File: config.mk
export PLATFORM = sky130hd
export DESIGN_NAME = lsu_request_stage_flat
export DESIGN_NICKNAME = d
export VERILOG_FILES = /design/src/lsu_pkg.sv /design/src/lsu_ifs.sv /design/src/lsu_request_stage.sv /design/src/flat_wrapper.sv
export SDC_FILE = /design/constraint.sdc
export NUM_CORES = 1
export LEC_CHECK = 0
export ABC_AREA = 1
export BUFFER_PORTS_ARGS = -buffer_cell sky130_fd_sc_hd__buf_2
export CORE_MARGIN = 10
export CORE_UTILIZATION = 25
export DETAILED_ROUTE_END_ITERATION = 6
export SLEW_MARGIN = 20
export SYNTH_ARGS = -nofsm -noshare
export SYNTH_HDL_FRONTEND = slang
export SYNTH_SLANG_ARGS = --single-unit
File: constraint.sdc
create_clock -name CLK -period 8.7 [get_ports CLK]
set_input_delay 1.74 -clock CLK [delete_from_list [all_inputs] [get_ports CLK]]
set_output_delay 1.74 -clock CLK [all_outputs]
set_load 0.005 [all_outputs]
File: src/lsu_pkg.sv
package lsu_pkg;

    // Data and address word
    typedef logic [31:0] word_t;

    // One bit per byte lane of a word
    typedef logic [3:0] byte_en_t;

    // Destination register index
    typedef logic [4:0] reg_idx_t;

    // Access width and sign, encoded as in funct3
    typedef logic [2:0] load_type_t;

    localparam load_type_t LT_B  = 3'b000;
    localparam load_type_t LT_H  = 3'b001;
    localparam load_type_t LT_W  = 3'b010;
    localparam load_type_t LT_BU = 3'b100;
    localparam load_type_t LT_HU = 3'b101;

    // Source of the register write-back value
    typedef logic w_sel_t;

    localparam w_sel_t W_SEL_DLOAD = 1'b0;
    localparam w_sel_t W_SEL_ALU   = 1'b1;

    // Result status
    typedef logic [1:0] fault_t;

    localparam fault_t FAULT_NONE      = 2'd0;
    localparam fault_t FAULT_MAL_LOAD  = 2'd1;
    localparam fault_t FAULT_MAL_STORE = 2'd2;
    localparam fault_t FAULT_BUS       = 2'd3;

endpackage
File: src/lsu_ifs.sv
`timescale 1ns/1ps

// Registered request toward the bus master
interface lsu_req_if;
    logic                 valid;
    logic                 ready;
    lsu_pkg::word_t       addr;
    lsu_pkg::byte_en_t    byte_en;
    lsu_pkg::word_t       wdata;
    logic                 store;
    lsu_pkg::load_type_t  load_type;
    lsu_pkg::w_sel_t      w_sel;
    lsu_pkg::reg_idx_t    rd;
    lsu_pkg::word_t       alu_result;
    lsu_pkg::fault_t      fault;

    modport src (output valid, addr, byte_en, wdata, store, load_type, w_sel, rd,
                 alu_result, fault, input ready);
    modport dst (input valid, addr, byte_en, wdata, store, load_type, w_sel, rd,
                 alu_result, fault, output ready);
endinterface


File: src/lsu_request_stage.sv
`timescale 1ns/1ps

module lsu_request_stage (
    input  logic                 CLK,
    input  logic                 nRST,
    input  logic                 req_valid,
    output logic                 req_ready,
    input  lsu_pkg::load_type_t  req_load_type,
    input  logic                 req_store,
    input  lsu_pkg::w_sel_t      req_w_sel,
    input  lsu_pkg::word_t       req_addr,
    input  lsu_pkg::word_t       req_wdata,
    input  lsu_pkg::reg_idx_t    req_rd,
    input  lsu_pkg::word_t       req_alu_result,
    lsu_req_if.src               out_if
);

    lsu_pkg::byte_en_t    byte_en;
    lsu_pkg::word_t       lanes;
    lsu_pkg::fault_t      fault;
    logic                 mal;
    logic                 take;
    logic                 full;

    lsu_pkg::word_t       addr_q;
    lsu_pkg::byte_en_t    byte_en_q;
    lsu_pkg::word_t       wdata_q;
    logic                 store_q;
    lsu_pkg::load_type_t  load_type_q;
    lsu_pkg::w_sel_t      w_sel_q;
    lsu_pkg::reg_idx_t    rd_q;
    lsu_pkg::word_t       alu_q;
    lsu_pkg::fault_t      fault_q;

    // Lane decode and store replication by access width
    always_comb begin
        mal = 1'b0;
        case (req_load_type)
            lsu_pkg::LT_B, lsu_pkg::LT_BU: begin
                byte_en = 4'b0001 << req_addr[1:0];
                lanes   = {4{req_wdata[7:0]}};
            end
            lsu_pkg::LT_H, lsu_pkg::LT_HU: begin
                byte_en = req_addr[1] ? 4'b1100 : 4'b0011;
                lanes   = {2{req_wdata[15:0]}};
                mal     = req_addr[0];
            end
            default: begin
                byte_en = 4'b1111;
                lanes   = req_wdata;
                mal     = req_addr[1:0] != 2'b00;
            end
        endcase
        // No lanes for a misaligned access
        if (mal) begin
            byte_en = '0;
        end
    end

    assign fault = !mal ? lsu_pkg::FAULT_NONE :
                   req_store ? lsu_pkg::FAULT_MAL_STORE : lsu_pkg::FAULT_MAL_LOAD;

    // Room when empty or when the master takes the held item this cycle
    assign req_ready = !full || out_if.ready;
    assign take      = req_valid && req_ready;

    always_ff @(posedge CLK, negedge nRST) begin
        if (!nRST) begin
            full <= 1'b0;
        end else if (take) begin
            full <= 1'b1;
        end else if (out_if.ready) begin
            full <= 1'b0;
        end
    end

    always_ff @(posedge CLK) begin
        if (take) begin
            addr_q      <= req_addr;
            byte_en_q   <= byte_en;
            wdata_q     <= lanes;
            store_q     <= req_store;
            load_type_q <= req_load_type;
            w_sel_q     <= req_w_sel;
            rd_q        <= req_rd;
            alu_q       <= req_alu_result;
            fault_q     <= fault;
        end
    end

    assign out_if.valid      = full;
    assign out_if.addr       = addr_q;
    assign out_if.byte_en    = byte_en_q;
    assign out_if.wdata      = wdata_q;
    assign out_if.store      = store_q;
    assign out_if.load_type  = load_type_q;
    assign out_if.w_sel      = w_sel_q;
    assign out_if.rd         = rd_q;
    assign out_if.alu_result = alu_q;
    assign out_if.fault      = fault_q;

endmodule

File: src/flat_wrapper.sv
// flat-port wrapper written by rule: the top's interface ports become plain ports
module lsu_request_stage_flat 
  (CLK, nRST, req_valid, req_ready, req_load_type, req_store, req_w_sel, req_addr, req_wdata, req_rd, req_alu_result, out_if_valid, out_if_addr, out_if_byte_en, out_if_wdata, out_if_store, out_if_load_type, out_if_w_sel, out_if_rd, out_if_alu_result, out_if_fault, out_if_ready);
  lsu_req_if out_if_i ();
  input  logic CLK;
  input  logic nRST;
  input  logic req_valid;
  output logic req_ready;
  input  lsu_pkg::load_type_t req_load_type;
  input  logic req_store;
  input  lsu_pkg::w_sel_t req_w_sel;
  input  lsu_pkg::word_t req_addr;
  input  lsu_pkg::word_t req_wdata;
  input  lsu_pkg::reg_idx_t req_rd;
  input  lsu_pkg::word_t req_alu_result;
  output wire logic [$bits(out_if_i.valid)-1:0] out_if_valid;
  output wire logic [$bits(out_if_i.addr)-1:0] out_if_addr;
  output wire logic [$bits(out_if_i.byte_en)-1:0] out_if_byte_en;
  output wire logic [$bits(out_if_i.wdata)-1:0] out_if_wdata;
  output wire logic [$bits(out_if_i.store)-1:0] out_if_store;
  output wire logic [$bits(out_if_i.load_type)-1:0] out_if_load_type;
  output wire logic [$bits(out_if_i.w_sel)-1:0] out_if_w_sel;
  output wire logic [$bits(out_if_i.rd)-1:0] out_if_rd;
  output wire logic [$bits(out_if_i.alu_result)-1:0] out_if_alu_result;
  output wire logic [$bits(out_if_i.fault)-1:0] out_if_fault;
  input wire logic [$bits(out_if_i.ready)-1:0] out_if_ready;
  assign out_if_valid = out_if_i.valid;
  assign out_if_addr = out_if_i.addr;
  assign out_if_byte_en = out_if_i.byte_en;
  assign out_if_wdata = out_if_i.wdata;
  assign out_if_store = out_if_i.store;
  assign out_if_load_type = out_if_i.load_type;
  assign out_if_w_sel = out_if_i.w_sel;
  assign out_if_rd = out_if_i.rd;
  assign out_if_alu_result = out_if_i.alu_result;
  assign out_if_fault = out_if_i.fault;
  assign out_if_i.ready = out_if_ready;
  lsu_request_stage u_core (.CLK(CLK), .nRST(nRST), .req_valid(req_valid), .req_ready(req_ready), .req_load_type(req_load_type), .req_store(req_store), .req_w_sel(req_w_sel), .req_addr(req_addr), .req_wdata(req_wdata), .req_rd(req_rd), .req_alu_result(req_alu_result), .out_if(out_if_i));
endmodule
==> reports/metrics.cfg <==
[power_and_ir_drop]
swShare_pct=20.1
p_int_mw=1.15
power_density_nw_per_um2=250
p_seq_share_pct=44.7
irDropWorstVdd_mv=0.113
p_comb_share_pct=6.8
clock_power_share_pct=48.5
switchingPower_mw=0.291
power.total_mw=1.45
power.leakage_nw=2.52

[global_route]
antenna_found_initial=2
grt_pass1_wl_um=17200
grt_max_degree=63
grt_pass1_vias=2974
grt.total_usage_pct=11.1
grt-ovfl-total=0

[placement]
post-dp-hpwl_um=9090
port-buffer-count=223
pre_cts_ws_ns=4.81
place.gp.congestion=0.760
placed_cells=623

[sta]
rsz0062_at_grt=no
worst_pin_slew_ns=0.770
setup_viol=0
hold_viol_final=0
setup_tns_ns=0
slew-limit-headroom_pct=48.7
final_max_slew_viol_count=0
fmax_ghz=0.258
fin_skew_ns=0.00506
setup_ws_ns=4.82
finalCriticalPeriod_ns=3.88
fin_crit_sh_pct=44.6
whs_ns=0.586

[cts]
h-tree-depth=4
cts.clk_slew.worst_paths_ns=0.05
clk_root_buffer_cell=clkbuf_16
cts.sinks=113
clock_latency_ns=0.40
cts_resized=0
cts_hold_buffers=0
cts.path.max_buffers=2
cts_tree=built
cts_inserted_buffers=17
postCtsSetupBuffers=0

[cells_and_area]
final_common_cell=buf_2
nets=564
syn2layout_area_growth_pct=51.2
regArea_um2=3390
fillerInstances=1462
final_cell_mix=buf_2, edfxtp_1, nand2_1
multi_input_area_um2=397
fin_cells=655
layout-drive-gt1-share_pct=54.9

[floorplanning]
rows=45
dieArea_um2=20600
ios=224
core_um2=15100
start_util_pct=25.3
die_w_um=144
die_h_um=144

[synthesis]
syn_nets=324
syn-instance-count=214
ys_seq_area_share_pct=88.8
yosys_warnings=0
ys_ff_latch=113
synth_cell_type_count=14
netlist_area_um2=3820
syn_avg_cell_area_um2=17.8

[outcome]
outcome=completed

[detailed_routing]
wirelength_um=11700
post_drt_wl_per_cell_um=17.9
ant_nets=0
drtIter0Drc=75
via_count=2699
drc=0
via_per_inst=4.12
firstDrtPassIters=4

[worst_setup_path]
worst-setup-path-type=primary input to primary output
cp_max_fo=2
crit_required_ns=6.96
crit_arrival_ns=2.14
end_kind=primary output
critPathLaunchType=primary input

[worst_hold_path]
hold_class=register to register

[flow_run]
max-cap-violations=0

-- through the flow --
stage / instance area, µm² / util (%)
final: 5770 / 38.2
after detailed placement: 5170 / 34.3
after global routing: 5770 / 38.2
after global placement: 5170 / 34.3
after CTS: 5770 / 38.2
after floorplan: 3820 / -
-- Yosys cell counts (all sizes together) --
| cell | instances | area [µm²] |
|---|---|---|
| a21boi | 1 | 7.51 |
| a21oi | 2 | 10.0 |
| buf | 4 | 25.0 |
| dfrtp | 1 | 25.0 |
| edfxtp | 112 | 3360 |
| inv | 5 | 18.8 |
| nand2 | 60 | 225 |
| nand3 | 8 | 40.0 |
| nor2 | 11 | 46.3 |
| o21a | 1 | 7.51 |
| o21ai | 9 | 48.8 |
-- cells by family (layout without fill, tap and decap cells) --
family | Yosys count | in the layout | synth area share [%]
AOI/OAI and AO/OA | 13 | 13 | 1.93
buffers and inverters | 9 | 261 | 1.15
DFF | 113 | 113 | 88.8
other | 0 | 1 | 0
and+or+nand+nor | 79 | 79 | 8.16
-- flip-flops by register name, indices dropped and copies added (netlist names) --
register	count
u_core.out_if.addr	32
u_core.out_if.alu_result	32
u_core.out_if.wdata	32
u_core.out_if.rd	5
u_core.out_if.byte_en	4
u_core.out_if.load_type	3
u_core.out_if.fault	2
u_core.out_if.store	1
u_core.out_if.valid	1
u_core.out_if.w_sel	1
-- final timing paths --
check	start	end	slack (ns)	depth (start not counted)
max in group asynchronous	nRST	u_core.out_if.valid	7.51	1
worst min register to register	u_core.out_if.valid	u_core.out_if.valid	0.59	2
worst max-delay path	out_if_ready	req_ready	4.82	4
worst max register to register	u_core.out_if.valid	u_core.out_if.rd[2]	6.41	3
min in group asynchronous	nRST	u_core.out_if.valid	1.11	1
worst min-delay path	u_core.out_if.valid	u_core.out_if.valid	0.59	2
-- power by group through the flow --
stage | Sequential [mW] | Clock, mW | Combinational (mW)
floorplan | 0.668 | 0 | 0.0248
global placement | 0.656 | 0 | 0.0998
detailed placement | 0.657 | 0 | 0.102
CTS | 0.647 | 0.722 | 0.102
global route | 0.650 | 0.748 | 0.111
finish | 0.647 | 0.700 | 0.0985
-- critical path: stages --
cell and delay (ns):
buf_2 0.09, inv_1 0.10, nand2_1 0.08, buf_2 0.13
-- layout make-up --
type,count,area share (%)
sequential,113,58.7
timing repair buffer,225,19.6
clock buffer,18,7.44
multi-input combinational,92,6.87
tap,188,4.08
clock inverter,13,2.93
inverter,5,0.325
antenna,1,0.0434
-- routing by layer --
layer / vias up / GRT usage, % / part of all wire (%)
li1: 1262 / - / -
met1: 1267 / 12.2 / 40
met2: 161 / 16.8 / 45
met3: 9 / 7.43 / 15
met4: 0 / 4.19 / 0.99
met5: - / 0 / 0
Note: power is estimated with default switching activity, not from simulation.
