**config.mk**
```make
export PLATFORM = sky130hd
export DESIGN_NAME = lsu_writeback_stage_flat
export DESIGN_NICKNAME = d
export VERILOG_FILES = /design/src/lsu_pkg.sv /design/src/lsu_ifs.sv /design/src/lsu_writeback_stage.sv /design/src/flat_wrapper.sv
export SDC_FILE = /design/constraint.sdc
export NUM_CORES = 1
export LEC_CHECK = 0
export BUFFER_PORTS_ARGS = -buffer_cell sky130_fd_sc_hd__buf_2
export CAP_MARGIN = 20
export CORE_UTILIZATION = 35
export CTS_BUF_LIST = sky130_fd_sc_hd__clkbuf_4 sky130_fd_sc_hd__clkbuf_8
export DETAILED_ROUTE_END_ITERATION = 8
export GPL_ROUTABILITY_DRIVEN = 0
export GPL_TIMING_DRIVEN = 0
export PLACE_DENSITY = 0.73
export SETUP_SLACK_MARGIN = 0.2
export SLEW_MARGIN = 25
export SYNTH_ARGS = -nofsm -noshare
export SYNTH_HDL_FRONTEND = slang
export SYNTH_SLANG_ARGS = --single-unit
```
**constraint.sdc**
```tcl
create_clock -name CLK -period 0.8 [get_ports CLK]
set_input_delay 0.08 -clock CLK [delete_from_list [all_inputs] [get_ports CLK]]
set_output_delay 0.08 -clock CLK [all_outputs]
set_load 0.03 [all_outputs]
```
**src/lsu_pkg.sv**
```systemverilog
package lsu_pkg;

    // Data and address word
    typedef logic [31:0] word_t;

    // One bit per byte lane of a word
    typedef logic [3:0] byte_en_t;

    // Destination register index
    typedef logic [4:0] reg_idx_t;

    // Access width and sign, encoded as in funct3
    typedef logic [2:0] load_type_t;

    localparam load_type_t LT_B  = 3'b000;
    localparam load_type_t LT_H  = 3'b001;
    localparam load_type_t LT_W  = 3'b010;
    localparam load_type_t LT_BU = 3'b100;
    localparam load_type_t LT_HU = 3'b101;

    // Source of the register write-back value
    typedef logic w_sel_t;

    localparam w_sel_t W_SEL_DLOAD = 1'b0;
    localparam w_sel_t W_SEL_ALU   = 1'b1;

    // Result status
    typedef logic [1:0] fault_t;

    localparam fault_t FAULT_NONE      = 2'd0;
    localparam fault_t FAULT_MAL_LOAD  = 2'd1;
    localparam fault_t FAULT_MAL_STORE = 2'd2;
    localparam fault_t FAULT_BUS       = 2'd3;

endpackage
```
**src/lsu_ifs.sv**
```systemverilog


// Raw access result, one-cycle valid pulse
interface lsu_rsp_if;
    logic                 valid;
    lsu_pkg::word_t       rdata;
    logic [1:0]           byte_offset;
    lsu_pkg::load_type_t  load_type;
    lsu_pkg::w_sel_t      w_sel;
    lsu_pkg::reg_idx_t    rd;
    lsu_pkg::word_t       alu_result;
    logic                 store;
    lsu_pkg::fault_t      fault;

    modport src (output valid, rdata, byte_offset, load_type, w_sel, rd, alu_result,
                 store, fault);
    modport dst (input valid, rdata, byte_offset, load_type, w_sel, rd, alu_result,
                 store, fault);
endinterface


```
**src/lsu_writeback_stage.sv**
```systemverilog
`timescale 1ns/1ps

module lsu_writeback_stage (
    input  logic               CLK,
    input  logic               nRST,
    lsu_rsp_if.dst             in_if,
    output logic               res_valid,
    output lsu_pkg::reg_idx_t  res_rd,
    output lsu_pkg::word_t     res_data,
    output logic               res_reg_write,
    output lsu_pkg::fault_t    res_fault
);

    lsu_pkg::word_t  shifted;
    lsu_pkg::word_t  ext;
    lsu_pkg::word_t  sel_data;
    logic            reg_write;

    // Addressed byte or half down to bit 0
    assign shifted = in_if.rdata >> {in_if.byte_offset, 3'b000};

    always_comb begin
        case (in_if.load_type)
            lsu_pkg::LT_B:  ext = {{24{shifted[7]}}, shifted[7:0]};
            lsu_pkg::LT_BU: ext = {24'h0, shifted[7:0]};
            lsu_pkg::LT_H:  ext = {{16{shifted[15]}}, shifted[15:0]};
            lsu_pkg::LT_HU: ext = {16'h0, shifted[15:0]};
            default:        ext = in_if.rdata;
        endcase
    end

    always_comb begin
        if (in_if.store) begin
            sel_data = '0;
        end else if (in_if.w_sel == lsu_pkg::W_SEL_ALU) begin
            sel_data = in_if.alu_result;
        end else begin
            sel_data = ext;
        end
    end

    // Loads and pass-through results write back, stores never
    assign reg_write = !in_if.store && (in_if.fault == lsu_pkg::FAULT_NONE);

    always_ff @(posedge CLK, negedge nRST) begin
        if (!nRST) begin
            res_valid     <= 1'b0;
            res_reg_write <= 1'b0;
        end else begin
            res_valid     <= in_if.valid;
            res_reg_write <= in_if.valid && reg_write;
        end
    end

    always_ff @(posedge CLK) begin
        if (in_if.valid) begin
            res_rd    <= in_if.rd;
            res_data  <= sel_data;
            res_fault <= in_if.fault;
        end
    end

endmodule

```
**src/flat_wrapper.sv**
```systemverilog
// flat-port wrapper written by rule: the top's interface ports become plain ports
module lsu_writeback_stage_flat 
  (CLK, nRST, res_valid, res_rd, res_data, res_reg_write, res_fault, in_if_valid, in_if_rdata, in_if_byte_offset, in_if_load_type, in_if_w_sel, in_if_rd, in_if_alu_result, in_if_store, in_if_fault);
  lsu_rsp_if in_if_i ();
  input  logic CLK;
  input  logic nRST;
  output logic res_valid;
  output lsu_pkg::reg_idx_t res_rd;
  output lsu_pkg::word_t res_data;
  output logic res_reg_write;
  output lsu_pkg::fault_t res_fault;
  input wire logic [$bits(in_if_i.valid)-1:0] in_if_valid;
  input wire logic [$bits(in_if_i.rdata)-1:0] in_if_rdata;
  input wire logic [$bits(in_if_i.byte_offset)-1:0] in_if_byte_offset;
  input wire logic [$bits(in_if_i.load_type)-1:0] in_if_load_type;
  input wire logic [$bits(in_if_i.w_sel)-1:0] in_if_w_sel;
  input wire logic [$bits(in_if_i.rd)-1:0] in_if_rd;
  input wire logic [$bits(in_if_i.alu_result)-1:0] in_if_alu_result;
  input wire logic [$bits(in_if_i.store)-1:0] in_if_store;
  input wire logic [$bits(in_if_i.fault)-1:0] in_if_fault;
  assign in_if_i.valid = in_if_valid;
  assign in_if_i.rdata = in_if_rdata;
  assign in_if_i.byte_offset = in_if_byte_offset;
  assign in_if_i.load_type = in_if_load_type;
  assign in_if_i.w_sel = in_if_w_sel;
  assign in_if_i.rd = in_if_rd;
  assign in_if_i.alu_result = in_if_alu_result;
  assign in_if_i.store = in_if_store;
  assign in_if_i.fault = in_if_fault;
  lsu_writeback_stage u_core (.CLK(CLK), .nRST(nRST), .in_if(in_if_i), .res_valid(res_valid), .res_rd(res_rd), .res_data(res_data), .res_reg_write(res_reg_write), .res_fault(res_fault));
endmodule
```
==> results_dict.tcl, run 1 <==
set metrics [dict create \
    hold-worst-slack_ns -0.0430 \
    syn_nets 305 \
    start_util_pct 36.8 \
    rsz0062_at_grt "yes" \
    htreeDepth 2 \
    relSlewSlack_pct 67.8 \
    post-route-min-period_ns 1.16 \
    drt_iter0_markers 204 \
    place_area_sq_um 3280 \
    crit_required_ns 0.90 \
    diodes 0 \
    grt_pass1_vias 2418 \
    crit_path_max_fanout 5 \
    grt_usage_pct 21.6 \
    coreArea_sq_um 6910 \
    via_count 2553 \
    fin_cells 464 \
    finalNetCount 448 \
    fin_area_sq_um 4170 \
    grt_max_degree 42 \
    area_growth_pct 64.1 \
    drive_gt1_share_pct 62.2 \
    final_core_util_pct 60.4 \
    tightest_slew_ns 0.484 \
    layout_setup_ws_ns -0.356 \
    synthDistinctLibCells 41 \
    drv_cap 0 \
    place_inst 438 \
    fill_cells 589 \
    clock-sinks 41 \
    drc 0 \
    rows 30 \
    finalCritPeriodShare_pct 144 \
    dieArea_sq_um 7600 \
    path_class "primary input to flip-flop" \
    place_ws_ns -0.843 \
    clockBufferDepth 2 \
    p_per_area_nw_per_um2 1490 \
    violations "negative hold slack, negative setup slack" \
    ys_seq_area_share_pct 48.1 \
    peakVddDrop_uv 611 \
    finalPower_mw 6.22 \
    final_common_cell "buf_2" \
    viasPerCell 5.50 \
    hold-path-cell-count 1 \
    crit_path_end_kind "flip-flop" \
    fp.dieW_um 87.2 \
    ys_ff_latch 41 \
    postSynthAreaPerCell_sq_um 11.3 \
    max_freq_mhz 865 \
    drv_slew 0 \
    yosysWarningCount 0 \
    cellLeakagePower_nw 1.63 \
    boundaryPins 122 \
    dp_hpwl_um 5950 \
    status "finished, violations left" \
    tns_ns -13.08 \
    final_cell_mix "78 x buf_2, 52 x buf_6, 39 x edfxtp_1" \
    hold_path.class "primary input to flip-flop" \
    cts_tree "yes" \
    antenna_left 0 \
    io_buffers 118 \
    synthesis.instances 224 \
    postCtsHoldBufs 1 \
    grt_pass1_wl_um 12100 \
    dieHeight_um 87.2 \
    wl_per_cell_um 18.5 \
    setup-violations-final 73 \
    hold_viol_final 8 \
    clkTransAtPathRegs_ns 0.08 \
    numCtsBuffers 5 \
    grt_antenna_before_repair 0 \
    startpoint_type "primary input" \
    routed_wl_um 8590 \
    root_buffer "clkbuf_8" \
    synth_area_sq_um 2540 \
    first_pass_iters 4 \
    cp.arrival_ns 1.25 \
    gr-total-overflow 0 \
]
## synth_stat cells
cell type,number,area share [%]
o21ai_1,1,0.20
a211oi_4,1,0.79
a211oi_2,7,3.4
o22ai_2,1,0.49
dfrtp_1,2,2.0
o32ai_2,9,5.8
nor3_1,2,0.39
o211ai_1,1,0.30
nor3b_1,1,0.30
buf_8,1,0.59
clkbuf_1,13,1.9
mux2_2,1,0.44
a211oi_1,2,0.59
o2bb2ai_1,6,2.1
nor2_1,11,1.6
a22oi_1,14,4.1
nand2_1,11,1.6
o21bai_2,1,0.44
nand3b_1,1,0.30
and2_0,1,0.25
nor4b_2,1,0.59
o22ai_1,13,3.2
a221oi_1,5,1.7
nor2b_1,1,0.25
mux2i_1,11,4.3
o41ai_2,1,0.64
nor3b_2,1,0.49
nor4b_1,1,0.34
a21oi_1,12,2.4
inv_1,8,1.2
o21a_1,1,0.30
o21ai_2,1,0.34
edfxtp_1,39,46
buf_2,4,0.79
nor3_4,1,0.64
and3_1,3,0.74
buf_1,1,0.15
buf_6,2,0.89
buf_4,3,0.89
o21ai_0,22,4.3
o32ai_1,6,2.1
## worst max-delay path, stage by stage
cell      delay, ns
buf_12         0.11
mux2i_4        0.19
nor3b_4        0.24
a211oi_4       0.07
buf_6          0.15
buf_4          0.14
o32ai_2        0.26
## worst paths after layout
check | from | endpoint | slack [ns]
setup / recovery | in_if_byte_offset[1] | u_core.res_data[24] | -0.36
hold / removal | in_if_rd[0] | u_core.res_rd[0] | -0.04
max in group asynchronous | nRST | u_core.res_valid | 0.62
min in group asynchronous | nRST | u_core.res_reg_write | 0.09
## report_power, final
group / switching, mW / internal, mW
clock: 0.727 / 0.602
combinational: 1.22 / 1.02
sequential: 0.0813 / 2.57
total: 2.03 / 4.19
## routing by layer
layer  vias up  share of wire (%)  global-route usage, %
met5         -                  0                      0
met4         0                3.0                   8.05
met3        19                7.6                   4.83
met2       132                 49                   36.7
met1      1210                 40                   26.9
li1       1192                  -                      -
## logic make-up (layout without fill, tap and decap cells)
logic type / after synthesis / count (layout) / synth area share [%]
compound gates: 104 / 104 / 33.2
mux: 12 / 12 / 4.78
simple gates: 35 / 35 / 7.54
flops: 41 / 41 / 48.1
buf+inv: 32 / 176 / 6.40
## cell type report
class | instances | area (sq um) | share of cell area, %
clock inverters | 3 | 17.5 | 0.420
clock buffers | 5 | 68.8 | 1.65
inverters | 8 | 33.8 | 0.810
plain buffers | 24 | 193 | 4.62
flip-flops and latches | 41 | 1220 | 29.3
multi-input cells | 151 | 1440 | 34.4
well taps | 96 | 120 | 2.88
repair buffers | 136 | 1080 | 25.9
## state kept, by name, summed over array words and instances (netlist names)
signal,flops
u_core.res_reg_write,1
u_core.res_rd,5
u_core.res_fault,2
u_core.res_data,32
u_core.res_valid,1
## what timing repair did
action | in CTS | in global routing
pin swaps | 25 | 16
hold endpoints to repair | 10 | 8
setup endpoints to repair | 114 | 73
cloned | 2 | 0
resized for setup | 132 | 41
buffers inserted | 7 | 8
(Power assumes the default switching activity.)
==> run 2, diff against run 1 <==
==> constraint.sdc (replaced) <==
create_clock -name CLK -period 0.8 [get_ports CLK]
set_input_delay 0.16 -clock CLK [delete_from_list [all_inputs] [get_ports CLK]]
set_output_delay 0.16 -clock CLK [all_outputs]
set_load 0.03 [all_outputs]
==> run 2 against run 1 <==
  * The flow finishes with violations (negative setup slack)
  * Die area did not move
  * Sequential power is essentially flat
  * First-iteration DRC count fell by 16%
  * Via count increased by 1.1%
  * Critical endpoint is now u_core.res_data[26]
  * Clock-buffer cell count did not move
  * Cell count fell by 0.65%
  * Largest power group unchanged
  * Critical path type unchanged
  * Utilization down 1.1 points
  * Maximum frequency down 5.4%
==> results_dict.tcl, run 2 (synthesis results as in run 1) <==
set metrics [dict create \
    via_count 2582 \
    top_register "u_core.res_data" \
    first_pass_iters 4 \
    rsz0062_at_grt "yes" \
    cts_tree "yes" \
    wl_per_cell_um 18.9 \
    drt_iter0_markers 172 \
    p_per_area_nw_per_um2 1520 \
    routed_wl_um 8730 \
    violations "negative setup slack" \
    cp.arrival_ns 1.26 \
    grt_antenna_before_repair 0 \
    layout_setup_ws_ns -0.422 \
    place_ws_ns -0.935 \
    dieArea_sq_um 7600 \
    worstPathBufferInverterCount 3 \
    tightest_slew_ns 0.497 \
    cpPeakStageDelay_ns 0.29 \
    finalPower_mw 6.21 \
    fill_cells 596 \
    clockBufferDepth 2 \
    crit_required_ns 0.83 \
    diodes 0 \
    clkTransAtPathRegs_ns 0.08 \
    htreeDepth 2 \
    slowest_stage "a211oi_4" \
    final_common_cell "buf_2" \
    relSlewSlack_pct 66.9 \
    clock-sinks 41 \
    viasPerCell 5.60 \
    cp_top_family "buffers and inverters" \
    post-route-min-period_ns 1.22 \
    drive_gt1_share_pct 60.8 \
    setup-violations-final 73 \
    cellLeakagePower_nw 1.60 \
    holdCritStartpoint "in_if_fault[1]" \
    crit_path_max_fanout 5 \
    drc 0 \
    grt_pass1_vias 2464 \
    coreArea_sq_um 6910 \
    dieHeight_um 87.2 \
    fp.dieW_um 87.2 \
    peakVddDrop_uv 598 \
    top_regs "u_core.res_data: 32 flops, u_core.res_rd: 5 flops, u_core.res_fault: 2 flops" \
    hold_path.class "primary input to flip-flop" \
    numCtsBuffers 5 \
    grt_usage_pct 22.4 \
    antenna_left 0 \
    start_util_pct 36.8 \
    path_class "primary input to flip-flop" \
    root_buffer "clkbuf_8" \
    finalNetCount 445 \
    drv_slew 0 \
    area_growth_pct 61.0 \
    boundaryPins 122 \
    status "finished, violations left" \
    gr-total-overflow 0 \
    max_freq_mhz 818 \
    largest_reg_flops 32 \
    grt_pass1_wl_um 12600 \
    tns_ns -19.46 \
    finalCritPeriodShare_pct 153 \
    startpoint_type "primary input" \
    drv_cap 0 \
    critical_path.startpoint "in_if_byte_offset[1]" \
    hold-worst-slack_ns 0.0204 \
    dp_hpwl_um 6180 \
    final_cell_mix "79 x buf_2, 51 x buf_6, 39 x edfxtp_1" \
    crit_path_end_kind "flip-flop" \
    io_buffers 118 \
    hold_viol_final 0 \
    grt_max_degree 42 \
    rows 30 \
    cp_cell_sequence "buf_12, mux2i_4, nor3_4, a211oi_4, buf_6, buf_8, o32ai_4" \
]
run 2: timing repair:
action                                  CTS  global route
endpoints found under the hold margin     2             0
gates cloned                              2             0
buffers inserted                          8             4
hold buffers                              1             0
pin swaps                                21            12
endpoints found under the setup margin  114            74
gates resized for setup                 132            34
run 2: worst paths after layout:
| check | to | slack, ns | cells after the start |
|---|---|---|---|
| worst min-delay path | u_core.res_reg_write | 0.02 | 2 |
| worst max-delay path | u_core.res_data[26] | -0.42 | 7 |
| max in group asynchronous | u_core.res_reg_write | 0.51 | 2 |
| min in group asynchronous | u_core.res_valid | 0.18 | 2 |
run 2: through the flow:
stage                     instance area (sq um)  utilization, %  cells
after CTS                                  3940            57.0    457
after floorplan                            2570               -    224
after global placement                     3280            47.5    438
after global routing                       4090            59.2    461
after detailed placement                   3280            47.5    438
final                                      4090            59.2    461
run 2: routing by layer:
metal,global-route usage (%),vias up,routed length [um]
met5,0,-,0
met3,5.21,13,731
met2,37.9,134,4400
met1,27.5,1250,3420
met4,8.94,0,180
li1,-,1185,-
run 2: area by class of cell:
type | instances | area [sq um] | area share, %
Clock buffer | 5 | 68.8 | 1.68
Clock inverter | 3 | 17.5 | 0.428
Tap cell | 96 | 120 | 2.94
Timing Repair Buffer | 133 | 1060 | 25.8
Multi-Input combinational cell | 151 | 1400 | 34.2
Inverter | 8 | 30.0 | 0.734
Buffer | 24 | 176 | 4.31
Sequential cell | 41 | 1220 | 29.9
run 2: where the power goes:
part	switching, mW	internal [mW]
clock network	0.753	0.603
registers	0.0856	2.57
logic	1.21	0.996
total	2.05	4.16
