`src/lsu_pkg.sv`:
```
package lsu_pkg;

    // Data and address word
    typedef logic [31:0] word_t;

    // One bit per byte lane of a word
    typedef logic [3:0] byte_en_t;

    // Destination register index
    typedef logic [4:0] reg_idx_t;

    // Access width and sign, encoded as in funct3
    typedef logic [2:0] load_type_t;

    localparam load_type_t LT_B  = 3'b000;
    localparam load_type_t LT_H  = 3'b001;
    localparam load_type_t LT_W  = 3'b010;
    localparam load_type_t LT_BU = 3'b100;
    localparam load_type_t LT_HU = 3'b101;

    // Source of the register write-back value
    typedef logic w_sel_t;

    localparam w_sel_t W_SEL_DLOAD = 1'b0;
    localparam w_sel_t W_SEL_ALU   = 1'b1;

    // Result status
    typedef logic [1:0] fault_t;

    localparam fault_t FAULT_NONE      = 2'd0;
    localparam fault_t FAULT_MAL_LOAD  = 2'd1;
    localparam fault_t FAULT_MAL_STORE = 2'd2;
    localparam fault_t FAULT_BUS       = 2'd3;

endpackage
```
`src/lsu_ifs.sv`:
```
`timescale 1ns/1ps

// Registered request toward the bus master
interface lsu_req_if;
    logic                 valid;
    logic                 ready;
    lsu_pkg::word_t       addr;
    lsu_pkg::byte_en_t    byte_en;
    lsu_pkg::word_t       wdata;
    logic                 store;
    lsu_pkg::load_type_t  load_type;
    lsu_pkg::w_sel_t      w_sel;
    lsu_pkg::reg_idx_t    rd;
    lsu_pkg::word_t       alu_result;
    lsu_pkg::fault_t      fault;

    modport src (output valid, addr, byte_en, wdata, store, load_type, w_sel, rd,
                 alu_result, fault, input ready);
    modport dst (input valid, addr, byte_en, wdata, store, load_type, w_sel, rd,
                 alu_result, fault, output ready);
endinterface

// Raw access result, one-cycle valid pulse
interface lsu_rsp_if;
    logic                 valid;
    lsu_pkg::word_t       rdata;
    logic [1:0]           byte_offset;
    lsu_pkg::load_type_t  load_type;
    lsu_pkg::w_sel_t      w_sel;
    lsu_pkg::reg_idx_t    rd;
    lsu_pkg::word_t       alu_result;
    logic                 store;
    lsu_pkg::fault_t      fault;

    modport src (output valid, rdata, byte_offset, load_type, w_sel, rd, alu_result,
                 store, fault);
    modport dst (input valid, rdata, byte_offset, load_type, w_sel, rd, alu_result,
                 store, fault);
endinterface

// Wishbone classic, little-endian
interface wb_bus_if;
    logic               cyc;
    logic               stb;
    logic               we;
    lsu_pkg::word_t     adr;
    lsu_pkg::byte_en_t  sel;
    lsu_pkg::word_t     dat_w;
    lsu_pkg::word_t     dat_r;
    logic               ack;
    logic               err;

    modport master (output cyc, stb, we, adr, sel, dat_w, input dat_r, ack, err);
    modport slave  (input cyc, stb, we, adr, sel, dat_w, output dat_r, ack, err);
endinterface

```
`src/wb_data_master.sv`:
```
`timescale 1ns/1ps

module wb_data_master (
    input  logic      CLK,
    input  logic      nRST,
    lsu_req_if.dst    in_if,
    wb_bus_if.master  bus,
    lsu_rsp_if.src    out_if
);

    typedef enum logic [1:0] {
        WB_IDLE,
        WB_CYCLE,
        WB_RESP
    } wb_state_e;

    wb_state_e            state;
    wb_state_e            state_n;
    logic                 done;

    lsu_pkg::word_t       addr_q;
    lsu_pkg::byte_en_t    sel_q;
    lsu_pkg::word_t       wdata_q;
    logic                 store_q;
    lsu_pkg::load_type_t  load_type_q;
    lsu_pkg::w_sel_t      w_sel_q;
    lsu_pkg::reg_idx_t    rd_q;
    lsu_pkg::word_t       alu_q;
    lsu_pkg::fault_t      fault_q;
    lsu_pkg::word_t       rdata_q;

    assign in_if.ready = (state == WB_IDLE);
    assign done        = bus.ack || bus.err;

    always_comb begin
        state_n = state;
        case (state)
            WB_IDLE: begin
                // Faulted requests bypass the bus
                if (in_if.valid) begin
                    state_n = (in_if.fault != lsu_pkg::FAULT_NONE) ? WB_RESP : WB_CYCLE;
                end
            end
            WB_CYCLE: begin
                if (done) begin
                    state_n = WB_RESP;
                end
            end
            default: state_n = WB_IDLE;
        endcase
    end

    always_ff @(posedge CLK, negedge nRST) begin
        if (!nRST) begin
            state <= WB_IDLE;
        end else begin
            state <= state_n;
        end
    end

    always_ff @(posedge CLK) begin
        if (state == WB_IDLE && in_if.valid) begin
            addr_q      <= in_if.addr;
            sel_q       <= in_if.byte_en;
            wdata_q     <= in_if.wdata;
            store_q     <= in_if.store;
            load_type_q <= in_if.load_type;
            w_sel_q     <= in_if.w_sel;
            rd_q        <= in_if.rd;
            alu_q       <= in_if.alu_result;
            fault_q     <= in_if.fault;
        end else if (state == WB_CYCLE && done) begin
            rdata_q <= bus.dat_r;
            if (bus.err) begin
                fault_q <= lsu_pkg::FAULT_BUS;
            end
        end
    end

    assign bus.cyc   = (state == WB_CYCLE);
    assign bus.stb   = (state == WB_CYCLE);
    assign bus.we    = store_q;
    assign bus.adr   = addr_q;
    assign bus.sel   = sel_q;
    assign bus.dat_w = wdata_q;

    assign out_if.valid       = (state == WB_RESP);
    assign out_if.rdata       = rdata_q;
    assign out_if.byte_offset = addr_q[1:0];
    assign out_if.load_type   = load_type_q;
    assign out_if.w_sel       = w_sel_q;
    assign out_if.rd          = rd_q;
    assign out_if.alu_result  = alu_q;
    assign out_if.store       = store_q;
    assign out_if.fault       = fault_q;

    // Held request must not change until it is taken
    a_req_stable: assert property (@(posedge CLK) disable iff (!nRST)
        in_if.valid && !in_if.ready |=> in_if.valid && $stable(in_if.addr)
            && $stable(in_if.wdata) && $stable(in_if.byte_en) && $stable(in_if.rd)
            && $stable(in_if.fault));

    // Slave ends a cycle with either ack or err
    a_ack_err_excl: assert property (@(posedge CLK) disable iff (!nRST)
        !(bus.ack && bus.err));

endmodule

```
`src/flat_wrapper.sv`:
```
// flat-port wrapper written by rule: the top's interface ports become plain ports
module wb_data_master_flat 
  (CLK, nRST, in_if_valid, in_if_addr, in_if_byte_en, in_if_wdata, in_if_store, in_if_load_type, in_if_w_sel, in_if_rd, in_if_alu_result, in_if_fault, in_if_ready, bus_cyc, bus_stb, bus_we, bus_adr, bus_sel, bus_dat_w, bus_dat_r, bus_ack, bus_err, out_if_valid, out_if_rdata, out_if_byte_offset, out_if_load_type, out_if_w_sel, out_if_rd, out_if_alu_result, out_if_store, out_if_fault);
  lsu_req_if in_if_i ();
  wb_bus_if bus_i ();
  lsu_rsp_if out_if_i ();
  input  logic CLK;
  input  logic nRST;
  input wire logic [$bits(in_if_i.valid)-1:0] in_if_valid;
  input wire logic [$bits(in_if_i.addr)-1:0] in_if_addr;
  input wire logic [$bits(in_if_i.byte_en)-1:0] in_if_byte_en;
  input wire logic [$bits(in_if_i.wdata)-1:0] in_if_wdata;
  input wire logic [$bits(in_if_i.store)-1:0] in_if_store;
  input wire logic [$bits(in_if_i.load_type)-1:0] in_if_load_type;
  input wire logic [$bits(in_if_i.w_sel)-1:0] in_if_w_sel;
  input wire logic [$bits(in_if_i.rd)-1:0] in_if_rd;
  input wire logic [$bits(in_if_i.alu_result)-1:0] in_if_alu_result;
  input wire logic [$bits(in_if_i.fault)-1:0] in_if_fault;
  output wire logic [$bits(in_if_i.ready)-1:0] in_if_ready;
  output wire logic [$bits(bus_i.cyc)-1:0] bus_cyc;
  output wire logic [$bits(bus_i.stb)-1:0] bus_stb;
  output wire logic [$bits(bus_i.we)-1:0] bus_we;
  output wire logic [$bits(bus_i.adr)-1:0] bus_adr;
  output wire logic [$bits(bus_i.sel)-1:0] bus_sel;
  output wire logic [$bits(bus_i.dat_w)-1:0] bus_dat_w;
  input wire logic [$bits(bus_i.dat_r)-1:0] bus_dat_r;
  input wire logic [$bits(bus_i.ack)-1:0] bus_ack;
  input wire logic [$bits(bus_i.err)-1:0] bus_err;
  output wire logic [$bits(out_if_i.valid)-1:0] out_if_valid;
  output wire logic [$bits(out_if_i.rdata)-1:0] out_if_rdata;
  output wire logic [$bits(out_if_i.byte_offset)-1:0] out_if_byte_offset;
  output wire logic [$bits(out_if_i.load_type)-1:0] out_if_load_type;
  output wire logic [$bits(out_if_i.w_sel)-1:0] out_if_w_sel;
  output wire logic [$bits(out_if_i.rd)-1:0] out_if_rd;
  output wire logic [$bits(out_if_i.alu_result)-1:0] out_if_alu_result;
  output wire logic [$bits(out_if_i.store)-1:0] out_if_store;
  output wire logic [$bits(out_if_i.fault)-1:0] out_if_fault;
  assign in_if_i.valid = in_if_valid;
  assign in_if_i.addr = in_if_addr;
  assign in_if_i.byte_en = in_if_byte_en;
  assign in_if_i.wdata = in_if_wdata;
  assign in_if_i.store = in_if_store;
  assign in_if_i.load_type = in_if_load_type;
  assign in_if_i.w_sel = in_if_w_sel;
  assign in_if_i.rd = in_if_rd;
  assign in_if_i.alu_result = in_if_alu_result;
  assign in_if_i.fault = in_if_fault;
  assign in_if_ready = in_if_i.ready;
  assign bus_cyc = bus_i.cyc;
  assign bus_stb = bus_i.stb;
  assign bus_we = bus_i.we;
  assign bus_adr = bus_i.adr;
  assign bus_sel = bus_i.sel;
  assign bus_dat_w = bus_i.dat_w;
  assign bus_i.dat_r = bus_dat_r;
  assign bus_i.ack = bus_ack;
  assign bus_i.err = bus_err;
  assign out_if_valid = out_if_i.valid;
  assign out_if_rdata = out_if_i.rdata;
  assign out_if_byte_offset = out_if_i.byte_offset;
  assign out_if_load_type = out_if_i.load_type;
  assign out_if_w_sel = out_if_i.w_sel;
  assign out_if_rd = out_if_i.rd;
  assign out_if_alu_result = out_if_i.alu_result;
  assign out_if_store = out_if_i.store;
  assign out_if_fault = out_if_i.fault;
  wb_data_master u_core (.CLK(CLK), .nRST(nRST), .in_if(in_if_i), .bus(bus_i), .out_if(out_if_i));
endmodule
```
`config.mk`:
```
export PLATFORM = sky130hd
export DESIGN_NAME = wb_data_master_flat
export DESIGN_NICKNAME = d
export VERILOG_FILES = /design/src/lsu_pkg.sv /design/src/lsu_ifs.sv /design/src/wb_data_master.sv /design/src/flat_wrapper.sv
export SDC_FILE = /design/constraint.sdc
export NUM_CORES = 1
export LEC_CHECK = 0
export BUFFER_PORTS_ARGS = -buffer_cell sky130_fd_sc_hd__buf_2
export CORE_AREA = 2 2 116 118
export DETAILED_ROUTE_END_ITERATION = 6
export DIE_AREA = 0 0 118 120
export PLACE_DENSITY = 0.69
export SYNTH_ARGS = -nofsm -noshare
export SYNTH_HDL_FRONTEND = slang
export SYNTH_SLANG_ARGS = --single-unit
```
`constraint.sdc`:
```
create_clock -name CLK -period 3.1 [get_ports CLK]
set_clock_uncertainty 0.05 [all_clocks]
set_input_delay 0.31 -clock CLK [delete_from_list [all_inputs] [get_ports CLK]]
set_output_delay 0.31 -clock CLK [all_outputs]
set_load 0.02 [all_outputs]
```
==> summary.md <==
| Metric | Value |
|---|---|
| Run status | finished, final reports clean |
| Final Power | approximately 4.7 mW |
| DRC viols | 0 |
| RSZ-0062 raised after global routing | false |
| Crit path max-delay family | buffers and inverters |
| Synth area leader | edfxtp_1 |
| Final setup viols | 0 |
| First-pass GRT wire length | about 15000 um |
| Seq/Total Area, Yosys | 0.973 |
| RD Place Congestion | 0.766 |
| Routed wire length | 10700 um |
| Final std cells w/o fill | 685 |
| DP HPWL | 8190 um |
| Post-DRT Antenna Nets | 0 |
| Vias/cell | ~4.2 |
| Crit path buffers/inverters | 2 |
| Insertion delay to the later sink of the worst-skew pair | 0.41 ns |
| Pleak | 2.94 nW |
| Worst setup EP type | flop |
| Die X | 118 um |
| Crit-path cells | or3b_4 -> inv_4 -> buf_4 |
| Cell area after synthesis | 4500 um^2 |
| Critical path class | flop to flop |
| Slew Limit Fails | 0 |
| First-pass DRT Iterations | 4 |
| Crit-path max FO | 27 |
| CP max-delay cell | or3b_4 |
| Critical Path Source Type | flop |
| Die area | 14200 um^2 |
| Mapped Nets | 313 |
| Async set or reset register ratio after synthesis | 0.0137 |
| Combinational power share | 0.107 |
| Cell with the most instances after synthesis | edfxtp_1 |
| Switching share of power | 0.230 |
| Clock transition at path regs | 0.05 ns |
| Flop2flop setup slack | between 1 and 1.5 ns |
| Site Rows | 42 |
| Worst hold path stage count | 1 |
| I/O pin count | 300 |
| Dpl cells | 639 |
| Core ar. | 13000 um^2 |
| Port buffer count | 299 |
| Root Driver | clkbuf_16 |
| CP arrival | 1.89 ns |
| Setup TNS | 0 ns |
| Antenna Cells | 0 |
| Synth unique cells | 12 |
| Cells after Synth | 164 |
| H-Tree Depth | 4 |
| Hold Crit Endpoint | u_core.out_if.alu_result[11] |
| Placed instance area | 6230 um^2 |
| Setup Fix Bufs, Post-CTS | 0 |
| Period minus WS final | 1.86 ns |
| Final Cell Area | roughly 7000 um^2 |
| DRT iter0 DRCs | 127 |
| Synth warnings | 0 |
| Fin nets | 646 |
| Post-synth EDFFs | 144 |
| Cell Pwr Density | 677 nW/um^2 |
| Post-Synthesis Mean Instance Area | 27.4 um^2 |
| Reg2Reg Launch Point | u_core.state[1] |
| Initial antenna violation count | 1 |
| Max Cap Violations | 0 |
| Num CTS Buffers | 17 |
| Share of cells above drive strength 1 | 0.654 |
| CTS tree | done |
| Via count | roughly 2.9k |
| Max Freq | 537 MHz |
| Synth top area cells | edfxtp_1, dfrtp_1, buf_4 |
| Area delta synth->final | 53.6% |
| Clock sink count | 146 |
| Vias in the first global route | 2969 |
| Total track usage | 0.150 |
| Clock Power Share | 0.386 |
| Int Pwr | 3.60 mW |
| Primary FF master, synth | edfxtp_1 |
| Maximum root-to-sink buffer count | 2 |
| Tcrit/Tclk final | 0.600 |
| Hold_sp | in_if_alu_result[11] |
| Relative slew slack | 0.737 |
| Largest net degree at the start of global routing | 52 |
| Reg-to-reg endpoint | u_core.out_if.alu_result[0] |
| Max IR drop VDD | 0.355 mV |
| Hold Vio Cnt, Final | 0 |
| Initial Util | 0.346 |
| Critical path required time | 3.13 ns |
| Fillers | 1091 |
| Critical Path Stages | 3 |
| Net Switching | between 1 and 1.5 mW |
| Yosys top cell area share | 0.962 |
| Flop pwr share | 0.506 |
| Gr ovfl total | 0 |
| Worst reg-to-reg path cell count | 3 |
| CP peak stage delay | roughly 0.42 ns |
| DR WL/cell | 15.6 um |
| Worst-margin pin slew | 0.394 ns |
| Die Height | 120 um |
| Flops & latches, synth | 146 |
| Worst min path class | input pin to flop |
| Synth top cells by count | edfxtp_1, buf_4, nor2_1 |
-- metrics by stage --
step / hold slack [ns] / utilization / worst slack [ns]
after floorplan: -0.0356 / - / 0.688
after global placement: 0.0461 / 0.480 / 1.27
after detailed placement: 0.0459 / 0.480 / 1.22
after CTS: 0.000682 / 0.523 / 1.21
after global routing: 0.000170 / 0.532 / 1.14
final: 0.0232 / 0.532 / 1.24
-- layout make-up --
class	instances	area, um^2	share of cell area
Multi-Input combinational cell	12	85.1	0.0123
Sequential cell	146	4370	0.633
Clock buffer	20	437	0.0632
Clock inverter	11	90.1	0.0130
Timing Repair Buffer	318	1690	0.245
Inverter	2	10.0	0.00145
Tap cell	176	220	0.0319
-- registers in the layout (all words and copies together) (netlist names) --
signal                    flops
u_core.bus.adr               32
u_core.out_if.alu_result     32
u_core.bus.sel                4
u_core.out_if.rdata          32
u_core.out_if.rd              5
u_core.bus.we                 1
u_core.out_if.fault           2
u_core.out_if.load_type       3
u_core.out_if.w_sel           1
u_core.state                  2
u_core.bus.dat_w             32
-- power by group through the flow --
stage	clock (mW)	sequential, mW	combinational, mW
final	1.81	2.37	0.503
after global routing	1.94	2.38	0.536
after CTS	1.86	2.37	0.500
after detailed placement	0	2.41	0.497
after global placement	0	2.41	0.487
after floorplan	0	2.58	0.0795
-- per-layer routing --
layer	track usage	wire length (um)	part of all wire
met3	0.0832	1130	0.11
met5	0	12	0.0011
met4	0.0843	289	0.027
met1	0.147	3570	0.33
met2	0.250	5710	0.53
-- timing repair --
item	in CTS	in global routing
endpoints found under the hold margin	4	12
resized for setup	0	0
hold buffers	3	12
-- worst max-delay path by stage --
stage,start,endpoint,slack (ns)
5_1_grt,u_core.state[1],u_core.out_if.alu_result[10],1.14
2_1_floorplan,u_core.state[1],u_core.out_if.rdata[0],0.69
6_report,u_core.state[1],u_core.out_if.alu_result[0],1.24
4_1_cts,u_core.state[1],u_core.out_if.alu_result[20],1.21
3_3_place_gp,u_core.state[1],u_core.out_if.alu_result[14],1.27
3_5_place_dp,u_core.state[1],u_core.bus.adr[22],1.22
-- cells in the final DEF (no fill, tap or decap) --
master / count
clkinv_1: 3
buf_4: 3
or3b_4: 1
a21o_1: 1
buf_2: 299
bufinv_16: 1
buf_12: 1
clkinvlp_4: 4
clkinv_2: 2
nor2_1: 3
o22ai_1: 1
a22o_4: 1
inv_4: 1
inv_2: 1
clkbuf_1: 3
nor2_2: 1
nand2b_1: 3
inv_6: 1
clkbuf_16: 17
nor2b_1: 1
dfrtp_1: 2
edfxtp_1: 144
dlygate4sd3_1: 15
-- cell families after synthesis --
| group | count (synthesis) | share of synthesized area |
|---|---|---|
| flip-flops | 146 | 0.973 |
| AND/OR/NAND/NOR | 9 | 0.0114 |
| buffers and inverters | 6 | 0.00863 |
| AO/OA/AOI/OAI | 3 | 0.00696 |
Power figures use the tool's default switching activity.
